<file path="src/common/mousePkg.sv">
package mousePkg;

    //////////////////////////////////////////////////
    // vector types
    //////////////////////////////////////////////////

    // one data byte off the wire
    typedef logic [7:0]  ps2Byte;
    // left, right, middle
    typedef logic [2:0]  buttonSet;
    // halved motion magnitude
    typedef logic [6:0]  motionMag;
    // screen column or row
    typedef logic [9:0]  cursorCoord;
    // idle cycle counter
    typedef logic [11:0] timeoutCount;
    // packet queue pointer and fill level
    typedef logic [1:0]  fifoPtr;
    typedef logic [2:0]  fifoLevel;

    // receiver states
    typedef enum logic [1:0] {idle, shifting, checking} rxState;
    // packet byte slots
    typedef enum logic [1:0] {waitButtons, waitX, waitY} asmState;

    //////////////////////////////////////////////////
    // screen and cursor geometry
    //////////////////////////////////////////////////

    localparam cursorCoord screenWidth  = 10'd640;
    localparam cursorCoord screenHeight = 10'd480;
    localparam cursorCoord cursorSize   = 10'd50;
    // cursor starts in the middle
    localparam cursorCoord startX = screenWidth >> 1;
    localparam cursorCoord startY = screenHeight >> 1;
    // keep the whole cursor on screen
    localparam cursorCoord maxX = screenWidth - cursorSize;
    localparam cursorCoord maxY = screenHeight - cursorSize;

    // quiet clk cycles before resync
    localparam timeoutCount timeoutCycles = 12'd3000;
    // packets held in the queue
    localparam fifoLevel fifoDepth = 3'd4;
    // start, 8 data, parity, stop
    localparam logic [3:0] ps2FrameBits = 4'd11;

endpackage

</file>
<file path="src/ps2/ps2Receiver.sv">
`timescale 1ns/100ps

module ps2Receiver (
    input  logic             clk,
    input  logic             rstn,
    input  logic             ps2Clk,
    input  logic             ps2Data,
    output mousePkg::ps2Byte rxByte,
    output logic             byteValid,
    output logic             frameError
);

    // two-flop synchronisers on both lines
    logic [1:0] clkSync;
    logic [1:0] dataSync;
    // delayed clock for edge detect
    logic clkPrev;
    logic clkFall;

    mousePkg::rxState      state;
    logic [3:0]            bitCount;
    // data, parity, stop after ten shifts
    logic [9:0]            shiftReg;
    mousePkg::timeoutCount idleCount;
    logic                  frameOk;

    //////////////////////////////////////////////////
    // synchronise and find falling edges
    //////////////////////////////////////////////////

    always_ff @(posedge clk) begin
        if (!rstn) begin
            // lines idle high
            clkSync  <= 2'b11;
            dataSync <= 2'b11;
            clkPrev  <= 1'b1;
        end else begin
            clkSync  <= {clkSync[0], ps2Clk};
            dataSync <= {dataSync[0], ps2Data};
            clkPrev  <= clkSync[1];
        end
    end

    assign clkFall = clkPrev & ~clkSync[1];

    //////////////////////////////////////////////////
    // frame FSM
    //////////////////////////////////////////////////

    // odd parity over data plus parity bit, stop must be high
    assign frameOk   = (^shiftReg[8:0]) & shiftReg[9];
    assign rxByte    = shiftReg[7:0];
    // one cycle pulse while checking a good frame
    assign byteValid = (state == mousePkg::checking) & frameOk;

    always_ff @(posedge clk) begin
        if (!rstn) begin
            state      <= mousePkg::idle;
            bitCount   <= 4'd0;
            idleCount  <= '0;
            frameError <= 1'b0;
        end else begin
            case (state)
                mousePkg::idle: begin
                    bitCount  <= 4'd0;
                    idleCount <= '0;
                    // start bit is low
                    if (clkFall && !dataSync[1]) begin
                        state    <= mousePkg::shifting;
                        bitCount <= 4'd1;
                    end
                end
                mousePkg::shifting: begin
                    if (clkFall) begin
                        idleCount <= '0;
                        bitCount  <= bitCount + 4'd1;
                        // stop bit just sampled
                        if (bitCount == mousePkg::ps2FrameBits - 4'd1) begin
                            state <= mousePkg::checking;
                        end
                    end else if (idleCount == mousePkg::timeoutCycles) begin
                        // clock went quiet mid frame
                        state      <= mousePkg::idle;
                        frameError <= 1'b1;
                    end else begin
                        idleCount <= idleCount + 12'd1;
                    end
                end
                mousePkg::checking: begin
                    // sticky error on bad parity or stop
                    if (!frameOk) begin
                        frameError <= 1'b1;
                    end
                    state <= mousePkg::idle;
                end
                default: state <= mousePkg::idle;
            endcase
        end
    end

    // lsb first, so shift in from the top
    always_ff @(posedge clk) begin
        if (state == mousePkg::shifting && clkFall) begin
            shiftReg <= {dataSync[1], shiftReg[9:1]};
        end
    end

endmodule

</file>
<file path="src/packet/packetAssembler.sv">
`timescale 1ns/100ps

module packetAssembler (
    input  logic               clk,
    input  logic               rstn,
    input  mousePkg::ps2Byte   rxByte,
    input  logic               byteValid,
    input  logic               pktReady,
    output mousePkg::buttonSet pktButtons,
    output mousePkg::ps2Byte   pktX,
    output mousePkg::ps2Byte   pktY,
    output logic               pktValid,
    output logic               overflow
);

    mousePkg::asmState     state;
    mousePkg::buttonSet    btnReg;
    mousePkg::ps2Byte      xReg;
    mousePkg::timeoutCount idleCount;
    logic                  timedOut;
    // holding register empty or draining now
    logic                  holdFree;
    logic                  lastByte;
    logic                  loadPkt;

    assign timedOut = (idleCount == mousePkg::timeoutCycles);
    assign holdFree = ~pktValid | pktReady;
    assign lastByte = byteValid & (state == mousePkg::waitY);
    assign loadPkt  = lastByte & holdFree;

    //////////////////////////////////////////////////
    // byte slot FSM and idle counter
    //////////////////////////////////////////////////

    always_ff @(posedge clk) begin
        if (!rstn) begin
            state     <= mousePkg::waitButtons;
            idleCount <= '0;
            pktValid  <= 1'b0;
            overflow  <= 1'b0;
        end else begin
            case (state)
                mousePkg::waitButtons: begin
                    if (byteValid) state <= mousePkg::waitX;
                end
                mousePkg::waitX: begin
                    if (byteValid) state <= mousePkg::waitY;
                    else if (timedOut) state <= mousePkg::waitButtons;
                end
                mousePkg::waitY: begin
                    if (byteValid) state <= mousePkg::waitButtons;
                    else if (timedOut) state <= mousePkg::waitButtons;
                end
                default: state <= mousePkg::waitButtons;
            endcase

            // restart on every byte, hold at zero between packets
            if (byteValid || state == mousePkg::waitButtons) begin
                idleCount <= '0;
            end else if (!timedOut) begin
                idleCount <= idleCount + 12'd1;
            end

            // output handshake
            if (loadPkt) begin
                pktValid <= 1'b1;
            end else if (pktReady) begin
                pktValid <= 1'b0;
            end

            // previous packet still unsent, drop this one
            if (lastByte && !holdFree) begin
                overflow <= 1'b1;
            end
        end
    end

    //////////////////////////////////////////////////
    // payload
    //////////////////////////////////////////////////

    always_ff @(posedge clk) begin
        if (byteValid && state == mousePkg::waitButtons) begin
            btnReg <= rxByte[2:0];
        end
        if (byteValid && state == mousePkg::waitX) begin
            xReg <= rxByte;
        end
        if (loadPkt) begin
            pktButtons <= btnReg;
            pktX       <= xReg;
            pktY       <= rxByte;
        end
    end

endmodule

</file>
<file path="src/packet/packetFifo.sv">
`timescale 1ns/100ps

module packetFifo (
    input  logic               clk,
    input  logic               rstn,
    input  mousePkg::buttonSet pktButtons,
    input  mousePkg::ps2Byte   pktX,
    input  mousePkg::ps2Byte   pktY,
    input  logic               pktValid,
    input  logic               qReady,
    output logic               pktReady,
    output mousePkg::buttonSet qButtons,
    output mousePkg::ps2Byte   qX,
    output mousePkg::ps2Byte   qY,
    output logic               qValid
);

    // packet storage, one array per field
    mousePkg::buttonSet memButtons [mousePkg::fifoDepth];
    mousePkg::ps2Byte   memX       [mousePkg::fifoDepth];
    mousePkg::ps2Byte   memY       [mousePkg::fifoDepth];

    mousePkg::fifoPtr   wrPtr;
    mousePkg::fifoPtr   rdPtr;
    mousePkg::fifoLevel count;
    logic               full;
    logic               push;
    logic               pop;

    assign full   = (count == mousePkg::fifoDepth);
    assign qValid = (count != 3'd0);
    // a full queue still takes a packet while one leaves
    assign pktReady = ~full | qReady;

    assign push = pktValid & pktReady;
    assign pop  = qValid & qReady;

    // head of queue
    assign qButtons = memButtons[rdPtr];
    assign qX       = memX[rdPtr];
    assign qY       = memY[rdPtr];

    //////////////////////////////////////////////////
    // pointers and level
    //////////////////////////////////////////////////

    always_ff @(posedge clk) begin
        if (!rstn) begin
            wrPtr <= '0;
            rdPtr <= '0;
            count <= '0;
        end else begin
            // pointers wrap naturally at depth 4
            if (push) wrPtr <= wrPtr + 2'd1;
            if (pop) rdPtr <= rdPtr + 2'd1;
            case ({push, pop})
                2'b10:   count <= count + 3'd1;
                2'b01:   count <= count - 3'd1;
                default: count <= count;
            endcase
        end
    end

    always_ff @(posedge clk) begin
        if (push) begin
            memButtons[wrPtr] <= pktButtons;
            memX[wrPtr]       <= pktX;
            memY[wrPtr]       <= pktY;
        end
    end

endmodule

</file>
<file path="src/verilog/cursorTracker.sv">
`timescale 1ns/100ps

module cursorTracker (
    input  logic                 clk,
    input  logic                 rstn,
    input  mousePkg::buttonSet   qButtons,
    input  mousePkg::ps2Byte     qX,
    input  mousePkg::ps2Byte     qY,
    input  logic                 qValid,
    input  logic                 reportReady,
    output logic                 qReady,
    output mousePkg::buttonSet   reportButtons,
    output mousePkg::cursorCoord cursorX,
    output mousePkg::cursorCoord cursorY,
    output logic                 reportValid
);

    mousePkg::motionMag   magX;
    mousePkg::motionMag   magY;
    mousePkg::cursorCoord nextX;
    mousePkg::cursorCoord nextY;
    logic                 accept;

    //////////////////////////////////////////////////
    // motion decode
    //////////////////////////////////////////////////

    // negate low seven bits when sign set, keep seven bits, then halve
    // so 0x80 comes out as zero
    function automatic mousePkg::motionMag halfMag(input mousePkg::ps2Byte motion);
        mousePkg::motionMag mag;
        mag = motion[7] ? (~motion[6:0] + 7'd1) : motion[6:0];
        return mag >> 1;
    endfunction

    // one axis step, saturating at 0 and limit
    function automatic mousePkg::cursorCoord stepCoord(
        input mousePkg::cursorCoord cur,
        input mousePkg::motionMag   mag,
        input logic                 grow,
        input mousePkg::cursorCoord limit
    );
        logic [10:0] sum;
        sum = {1'b0, cur} + {4'b0, mag};
        if (grow) begin
            return (sum > {1'b0, limit}) ? limit : sum[9:0];
        end
        // shrinking, floor at zero
        return ({3'b0, mag} > cur) ? 10'd0 : cur - {3'b0, mag};
    endfunction

    assign magX = halfMag(qX);
    assign magY = halfMag(qY);

    // positive x goes right
    assign nextX = stepCoord(cursorX, magX, ~qX[7], mousePkg::maxX);
    // positive y goes up, row number drops
    assign nextY = stepCoord(cursorY, magY, qY[7], mousePkg::maxY);

    //////////////////////////////////////////////////
    // report register
    //////////////////////////////////////////////////

    // take a packet when empty or emptying this cycle
    assign qReady = ~reportValid | reportReady;
    assign accept = qValid & qReady;

    always_ff @(posedge clk) begin
        if (!rstn) begin
            reportValid   <= 1'b0;
            reportButtons <= '0;
            cursorX       <= mousePkg::startX;
            cursorY       <= mousePkg::startY;
        end else if (accept) begin
            reportValid   <= 1'b1;
            reportButtons <= qButtons;
            cursorX       <= nextX;
            cursorY       <= nextY;
        end else if (reportReady) begin
            reportValid <= 1'b0;
        end
    end

endmodule

</file>
<file path="src/verilog/mouseTop.sv">
`timescale 1ns/100ps

module mouseTop (
    input  logic                 clk,
    input  logic                 rstn,
    input  logic                 ps2Clk,
    input  logic                 ps2Data,
    input  logic                 reportReady,
    output mousePkg::buttonSet   reportButtons,
    output mousePkg::cursorCoord cursorX,
    output mousePkg::cursorCoord cursorY,
    output logic                 reportValid,
    output logic                 overflow,
    output logic                 frameError
);

    // receiver to assembler
    mousePkg::ps2Byte   rxByte;
    logic               byteValid;

    // assembler to queue
    mousePkg::buttonSet pktButtons;
    mousePkg::ps2Byte   pktX;
    mousePkg::ps2Byte   pktY;
    logic               pktValid;
    logic               pktReady;

    // queue to tracker
    mousePkg::buttonSet qButtons;
    mousePkg::ps2Byte   qX;
    mousePkg::ps2Byte   qY;
    logic               qValid;
    logic               qReady;

    //////////////////////////////////////////////////
    // serial in, packets, queue, cursor
    //////////////////////////////////////////////////

    ps2Receiver receiver0 (
        .clk        (clk),
        .rstn       (rstn),
        .ps2Clk     (ps2Clk),
        .ps2Data    (ps2Data),
        .rxByte     (rxByte),
        .byteValid  (byteValid),
        .frameError (frameError)
    );

    packetAssembler assembler0 (
        .clk        (clk),
        .rstn       (rstn),
        .rxByte     (rxByte),
        .byteValid  (byteValid),
        .pktReady   (pktReady),
        .pktButtons (pktButtons),
        .pktX       (pktX),
        .pktY       (pktY),
        .pktValid   (pktValid),
        .overflow   (overflow)
    );

    packetFifo fifo0 (
        .clk        (clk),
        .rstn       (rstn),
        .pktButtons (pktButtons),
        .pktX       (pktX),
        .pktY       (pktY),
        .pktValid   (pktValid),
        .qReady     (qReady),
        .pktReady   (pktReady),
        .qButtons   (qButtons),
        .qX         (qX),
        .qY         (qY),
        .qValid     (qValid)
    );

    cursorTracker tracker0 (
        .clk           (clk),
        .rstn          (rstn),
        .qButtons      (qButtons),
        .qX            (qX),
        .qY            (qY),
        .qValid        (qValid),
        .reportReady   (reportReady),
        .qReady        (qReady),
        .reportButtons (reportButtons),
        .cursorX       (cursorX),
        .cursorY       (cursorY),
        .reportValid   (reportValid)
    );

endmodule

</file>
<file path="config.mk">
export PLATFORM = sky130hd
export DESIGN_NAME = mouseTop
export DESIGN_NICKNAME = d
export VERILOG_FILES = /design/src/common/mousePkg.sv /design/src/ps2/ps2Receiver.sv /design/src/packet/packetAssembler.sv /design/src/packet/packetFifo.sv /design/src/verilog/cursorTracker.sv /design/src/verilog/mouseTop.sv
export SDC_FILE = /design/constraint.sdc
export NUM_CORES = 1
export LEC_CHECK = 0
export BUFFER_PORTS_ARGS = -buffer_cell sky130_fd_sc_hd__buf_2
export CAP_MARGIN = 20
export CELL_PAD_IN_SITES_DETAIL_PLACEMENT = 0
export CELL_PAD_IN_SITES_GLOBAL_PLACEMENT = 1
export CORE_MARGIN = 5
export CORE_UTILIZATION = 30
export DETAILED_ROUTE_END_ITERATION = 16
export GPL_ROUTABILITY_DRIVEN = 0
export PLACE_DENSITY = 0.61
export SETUP_SLACK_MARGIN = 0.15
export SLEW_MARGIN = 20
export SYNTH_ARGS = -nofsm -noshare
export SYNTH_HDL_FRONTEND = slang
export SYNTH_HIERARCHICAL = 1
export SYNTH_SLANG_ARGS = --single-unit
</file>
<file path="constraint.sdc">
create_clock -name clk -period 4.7 [get_ports clk]
set_input_delay 0.235 -clock clk [delete_from_list [all_inputs] [get_ports clk]]
set_output_delay 0.235 -clock clk [all_outputs]
set_load 0.05 [all_outputs]
</file>
### Word-level counts from Yosys, hierarchy flattened

Memories as Yosys holds them, arrays and structs flattened. A register that Yosys moved wholly into a read port is not among the register bits.
Index checks and enable logic that the tools add are counted.

| cells by class | value |
|---|---|
| add/subtract/negate cells | 13 |
| multipliers | 0 |
| div/mod/pow operators | 0 |
| $lt $le $gt $ge | 4 |
| equal/unequal tests | 19 |
| shifts and indexed selects | 0 |
| muxes and demuxes | 41 |
| bitwise logic cells | 17 |
| reduce and logical (&&, ||, !) cells | 23 |

Operators by type and width:

| cell | count |
|---|---|
| $mux 10 | 7 |
| $add 12x1->12 const B | 2 |
| $eq 12x12->1 const B | 2 |
| $mux 12 | 2 |
| $mux 2 | 12 |
| $pmux 12 s2 | 1 |
| $add 10x6->11 | 2 |
| $gt 6x10->1 | 2 |
| $sub 10x6->10 | 2 |
| $add 7x1->7 const B | 2 |
| $mux 7 | 2 |
| $not 7->7 | 2 |
| $gt 11x10->1 const B | 1 |
| $gt 11x9->1 const B | 1 |
| $mux 1 | 11 |
| $reduce_bool 2->1 | 5 |
| $reduce_xor 9->1 | 1 |
| $ne 2x1->1 const B | 4 |
| $pmux 4 s2 | 1 |
| $and 1x1->1 | 7 |
| $eq 2x1->1 const B | 3 |
| $eq 2x2->1 const B | 3 |
| $pmux 2 s3 | 1 |
| $pmux 3 s2 | 1 |
| other kinds (24) | 40 |

| storage, ports and cells | value |
|---|---|
| register bits | 108 |
| latch bits | 0 |
| memory bits (writable) | 76 |
| bits in read-only memories | 0 |
| input port bits | 5 |
| output and inout bits | 26 |
| logic and storage cells | 143 |
| memories | 3 |

Memories:

| memory | depth | bits a word | read ports | clocked after Yosys merged registers in | write ports | RTL line | RTL |
|---|---|---|---|---|---|---|---|
| fifo0.memX | 4 | 8 | 1 | 1 | 1 | packetFifo.sv:20 | `mousePkg::ps2Byte memX [mousePkg::fifoDepth];` |
| fifo0.memY | 4 | 8 | 1 | 1 | 1 | packetFifo.sv:21 | `mousePkg::ps2Byte memY [mousePkg::fifoDepth];` |
| fifo0.memButtons | 4 | 3 | 1 | 1 | 1 | packetFifo.sv:19 | `mousePkg::buttonSet memButtons [mousePkg::fifoDepth];` |

### Depth between registers and ports, before layout

| logic depth | value |
|---|---|
| depth after elaboration | 8 |
| depth in mapped cells | 17 |
| mapped depth without buffers | 15 |

### By module

Netlist, hierarchy kept.

By module, submodules not included:

| module | times used | cells an instance | area each (µm²) | seq. area each (µm²) |
|---|---|---|---|---|
| packetFifo | 1 | 151 | 3219.3 | 2462.4 |
| cursorTracker | 1 | 396 | 3017.9 | 480.5 |
| packetAssembler | 1 | 120 | 1697.9 | 1221.2 |
| ps2Receiver | 1 | 160 | 1589.0 | 780.7 |

### Worst setup path after synthesis

No wires, ideal clock.

| path | value |
|---|---|
| kind | reg-to-reg |
| start | register with a tool-made name |
| end | register tracker0.cursorY[4] |
| library setup time | 58 ps |
| arrival time | 3734 ps |
| data required time | 4642 ps |
| setup slack | 908 ps |
| stages on the path, launching flop included | 14 |
| path buffers | 2 |
| clock period less this slack | 3792 ps |
| cells stage by stage | dfxtp_1 > buf_2 > buf_4 > mux4_2 > or3_1 > o31ai_1 > xnor2_1 > ha_1 > a21boi_2 > o22a_1 > and4_1 > o31a_1 > nor3_4 > a31o_2 |

RTL lines:

| element | RTL line | RTL |
|---|---|---|
| to (signal assigned) | cursorTracker.sv:73 | `cursorY <= mousePkg::startY;` |
| to (signal assigned) | cursorTracker.sv:78 | `cursorY <= nextY;` |
| to (decl) | cursorTracker.sv:14 | `output mousePkg::cursorCoord cursorY,` |

==> metrics <==
status=completed; final hold slack=0.224 ns; Fmax achieved=0.237 GHz; Mapped Area=around 9500 µm²; routed vias=6302; later-pin clock latency in the skew report=around 0.43 ns; Startpoint Class=flip-flop; Min-Delay Path Class=in2reg; Clock Skew=between 0.01 and 0.015 ns; CTS tree=yes; post-synth top area share=36.6%; pin count of the biggest net entering global routing=37; Final Hold Vio Count=0; Ports=31; RSZ-0062 raised after global routing=no; clk buf depth=2; power per cell area=~550 nW/µm²; fraction of layout cells with a size suffix above 1=~15%; All-Layer GR Usage=a little under an eighth; register area share after synthesis=51.9%; CTS root buffer=clkbuf_16; CTS HTree Levels=4; CP arrival=~4.5 ns; Post-CTS Setup Repair Bufs=0; initial antenna violation count=0; DP HPWL=approximately 14 mm; Post-Route Setup TNS=0 ns; Post-synth EDFFs=116; net count after synthesis=~900; die area=roughly 35000 µm²; Yosys warning count=6; Synth area leader=edfxtp_1; Synth area leaders=edfxtp_1 (37%), dfxtp_1 (15%), ha_1 (5.3%); critical path fanouts, max=11; final worst-path cycle share=approximately nine tenths; CP Data Required Time=5.02 ns; leak pwr=approximately 3.7 nW; critical path class=reg2reg; syn_area_per_cell=between 10 and 15 µm²; die height=roughly 190 µm; fin. max-slew vios=0; grt ovf=0; asr flop ratio synth=0%; synth unique cells=88; total CTS buffers=17; Max-Cap Viols=0; register bit total from synthesis=about 190; clock sinks=around 190; I/O Buffers=30; starting DRC count in detailed routing=368; clk slew on worst S/H paths=0.07 ns; Slew @ Worst Pin=between 1 and 1.5 ns; CTS resizes=0; antenna-violating nets left=0; row count=65; Final Non-Filler Cells=1269; Die X=~190 µm; setup violators final=0; Syn Inst Count=~830; area growth from synthesis to layout=11.7%; layout net count=904; DR vias/cell=about 5; top_reg_cell synth=edfxtp_1; Routed WL=about 20 mm; number of global-route vias before repair=6390; Wirelength per Cell=~15 µm; Worst slew margin=between 30% and 40%; router iterations before antenna repair=5; core area=31500 µm²; first-pass GRT wire length=about 33 mm; Tmin final=around 4.2 ns; drc violations=0; placed cells=about 1200; VDD IR max=0.289 mV; Starting Density=30.3%; crit path capture type=flip-flop
-- routing by layer --
layer	GRT usage, %	wire length, µm	vias to the layer above	share of wire, %
met4	2.88	208	0	1.1
li1	-	-	3141	-
met5	0	0	-	0
met2	18.3	9180	97	47
met3	2.82	652	19	3.3
met1	15.2	9580	3045	49
-- state kept, by name, indices dropped and copies added (netlist names), 4 cells and up, named ones only --
signal                cells
receiver0/shiftReg       10
receiver0/bitCount        4
assembler0/pktY           8
fifo0/memX               32
assembler0/xReg           8
receiver0/idleCount      12
assembler0/idleCount     12
fifo0/memButtons         12
fifo0/memY               32
tracker0/cursorY         10
tracker0/cursorX         10
assembler0/pktX           8
-- cell usage in the layout, fill, tap and decap left out, types with 22 or more instances in the layout --
cell | Yosys | routed
ha_1 | 40 | 40
nor2_1 | 45 | 45
edfxtp_1 | 116 | 116
dfxtp_1 | 73 | 73
a21oi_1 | 35 | 35
o21ai_0 | 42 | 42
inv_1 | 50 | 50
buf_2 | 3 | 30
xnor2_1 | 31 | 31
nand2_1 | 51 | 51
nor3_1 | 22 | 22
-- kinds of logic (layout without fill, tap and decap cells) --
logic type	Yosys count	count (layout)	share of synthesized area [%]
AOI/OAI and AO/OA	205	205	14.9
xor gates and xnor gates	36	36	3.31
adders and majority gates	45	45	6.31
buffers and inverters	89	128	4.97
DFF	189	189	51.9
muxes	22	22	4.81
other	0	1	0
and+or+nand+nor	241	241	13.8
-- power breakdown --
group          switching, mW  internal [mW]  leakage [nW]
combinational           1.47          0.910          1.73
clock                  0.662          0.856         0.301
sequential             0.123           1.82          1.64
-- cell type report --
type | count | area [µm²]
fill | 3146 | 20800
sequential | 189 | 4940
multi-input combinational | 549 | 4110
tap | 402 | 503
clock buffer | 17 | 425
timing repair buffer | 45 | 268
clock inverter | 14 | 195
inverter | 52 | 195
antenna | 1 | 2.50
-- critical path, stage by stage, from the launching register on --
cell and delay [ns]:
dfxtp_1 0.65, mux4_2 0.35, inv_1 0.06, ha_1 0.20, nand2b_1 0.16, xnor2_1 0.39, inv_1 0.17, fa_1 0.45
nor2b_1 0.16, o21bai_1 0.28, a31oi_1 0.29, o21ai_1 0.51, o22ai_1 0.16, o221a_2 0.27
-- path summary, 6_finish.rpt --
kind                                         from                                end  slack, ns  cells past startpoint
hold reg to reg   receiver0/clkSync[0]$_SDFF_PN1_    receiver0/clkSync[1]$_SDFF_PN1_       0.41                      1
setup / recovery                        flip-flop   tracker0/cursorX[3]$_SDFFE_PN0P_       0.48                     13
hold / removal                        reportReady  tracker0/reportValid$_SDFFE_PN0P_       0.22                      3
setup reg to reg                        flip-flop   tracker0/cursorX[3]$_SDFFE_PN0P_       0.48                     13
-- synth_stat cells (3+ instances only) --
| cell type | count |
|---|---|
| nor2_1 | 45 |
| a31oi_1 | 15 |
| clkbuf_8 | 7 |
| o221a_2 | 4 |
| nor2b_1 | 8 |
| inv_1 | 50 |
| nor3b_1 | 6 |
| and2_1 | 7 |
| a211oi_2 | 5 |
| o21ai_0 | 42 |
| buf_2 | 3 |
| a21oi_1 | 35 |
| and3_2 | 3 |
| xnor2_1 | 31 |
| and3_1 | 9 |
| o21a_1 | 11 |
| o311ai_0 | 4 |
| o31ai_1 | 10 |
| nor3_1 | 22 |
| nand2_1 | 51 |
| or3_1 | 12 |
| a21boi_0 | 9 |
| buf_6 | 3 |
| ha_1 | 40 |
| o21ai_1 | 5 |
| nand4_1 | 7 |
| dfxtp_1 | 73 |
| mux2i_1 | 3 |
| fa_1 | 5 |
| o221ai_1 | 3 |
| a21o_1 | 4 |
| edfxtp_1 | 116 |
| nand2b_1 | 19 |
| or4_1 | 5 |
| buf_4 | 11 |
| clkbuf_1 | 12 |
| nor4_1 | 3 |
| xor2_1 | 5 |
| o211ai_1 | 4 |
| o22ai_1 | 7 |
| o21bai_1 | 7 |
| nand3_1 | 20 |
| mux4_2 | 19 |
| a211oi_1 | 9 |
-- stage by stage --
| stage | instance area (µm²) | util [%] | setup WS (ns) | power, mW |
|---|---|---|---|---|
| 2_1_floorplan | 9520 | - | 0.908 | 3.89 |
| 3_3_place_gp | 10000 | 31.8 | 0.371 | 4.37 |
| 5_1_grt | 10600 | 33.8 | 0.226 | 6.22 |
| 3_5_place_dp | 10000 | 31.8 | 0.437 | 4.35 |
| 4_1_cts | 10600 | 33.8 | 0.419 | 5.90 |
| 6_report | 10600 | 33.8 | 0.480 | 5.84 |
-- what timing repair did --
action / CTS / global route
endpoints found under the setup margin: 0 / 0
hold buffers: 2 / 0
endpoints found under the hold margin: 2 / 0
(Power assumes the default switching activity.)
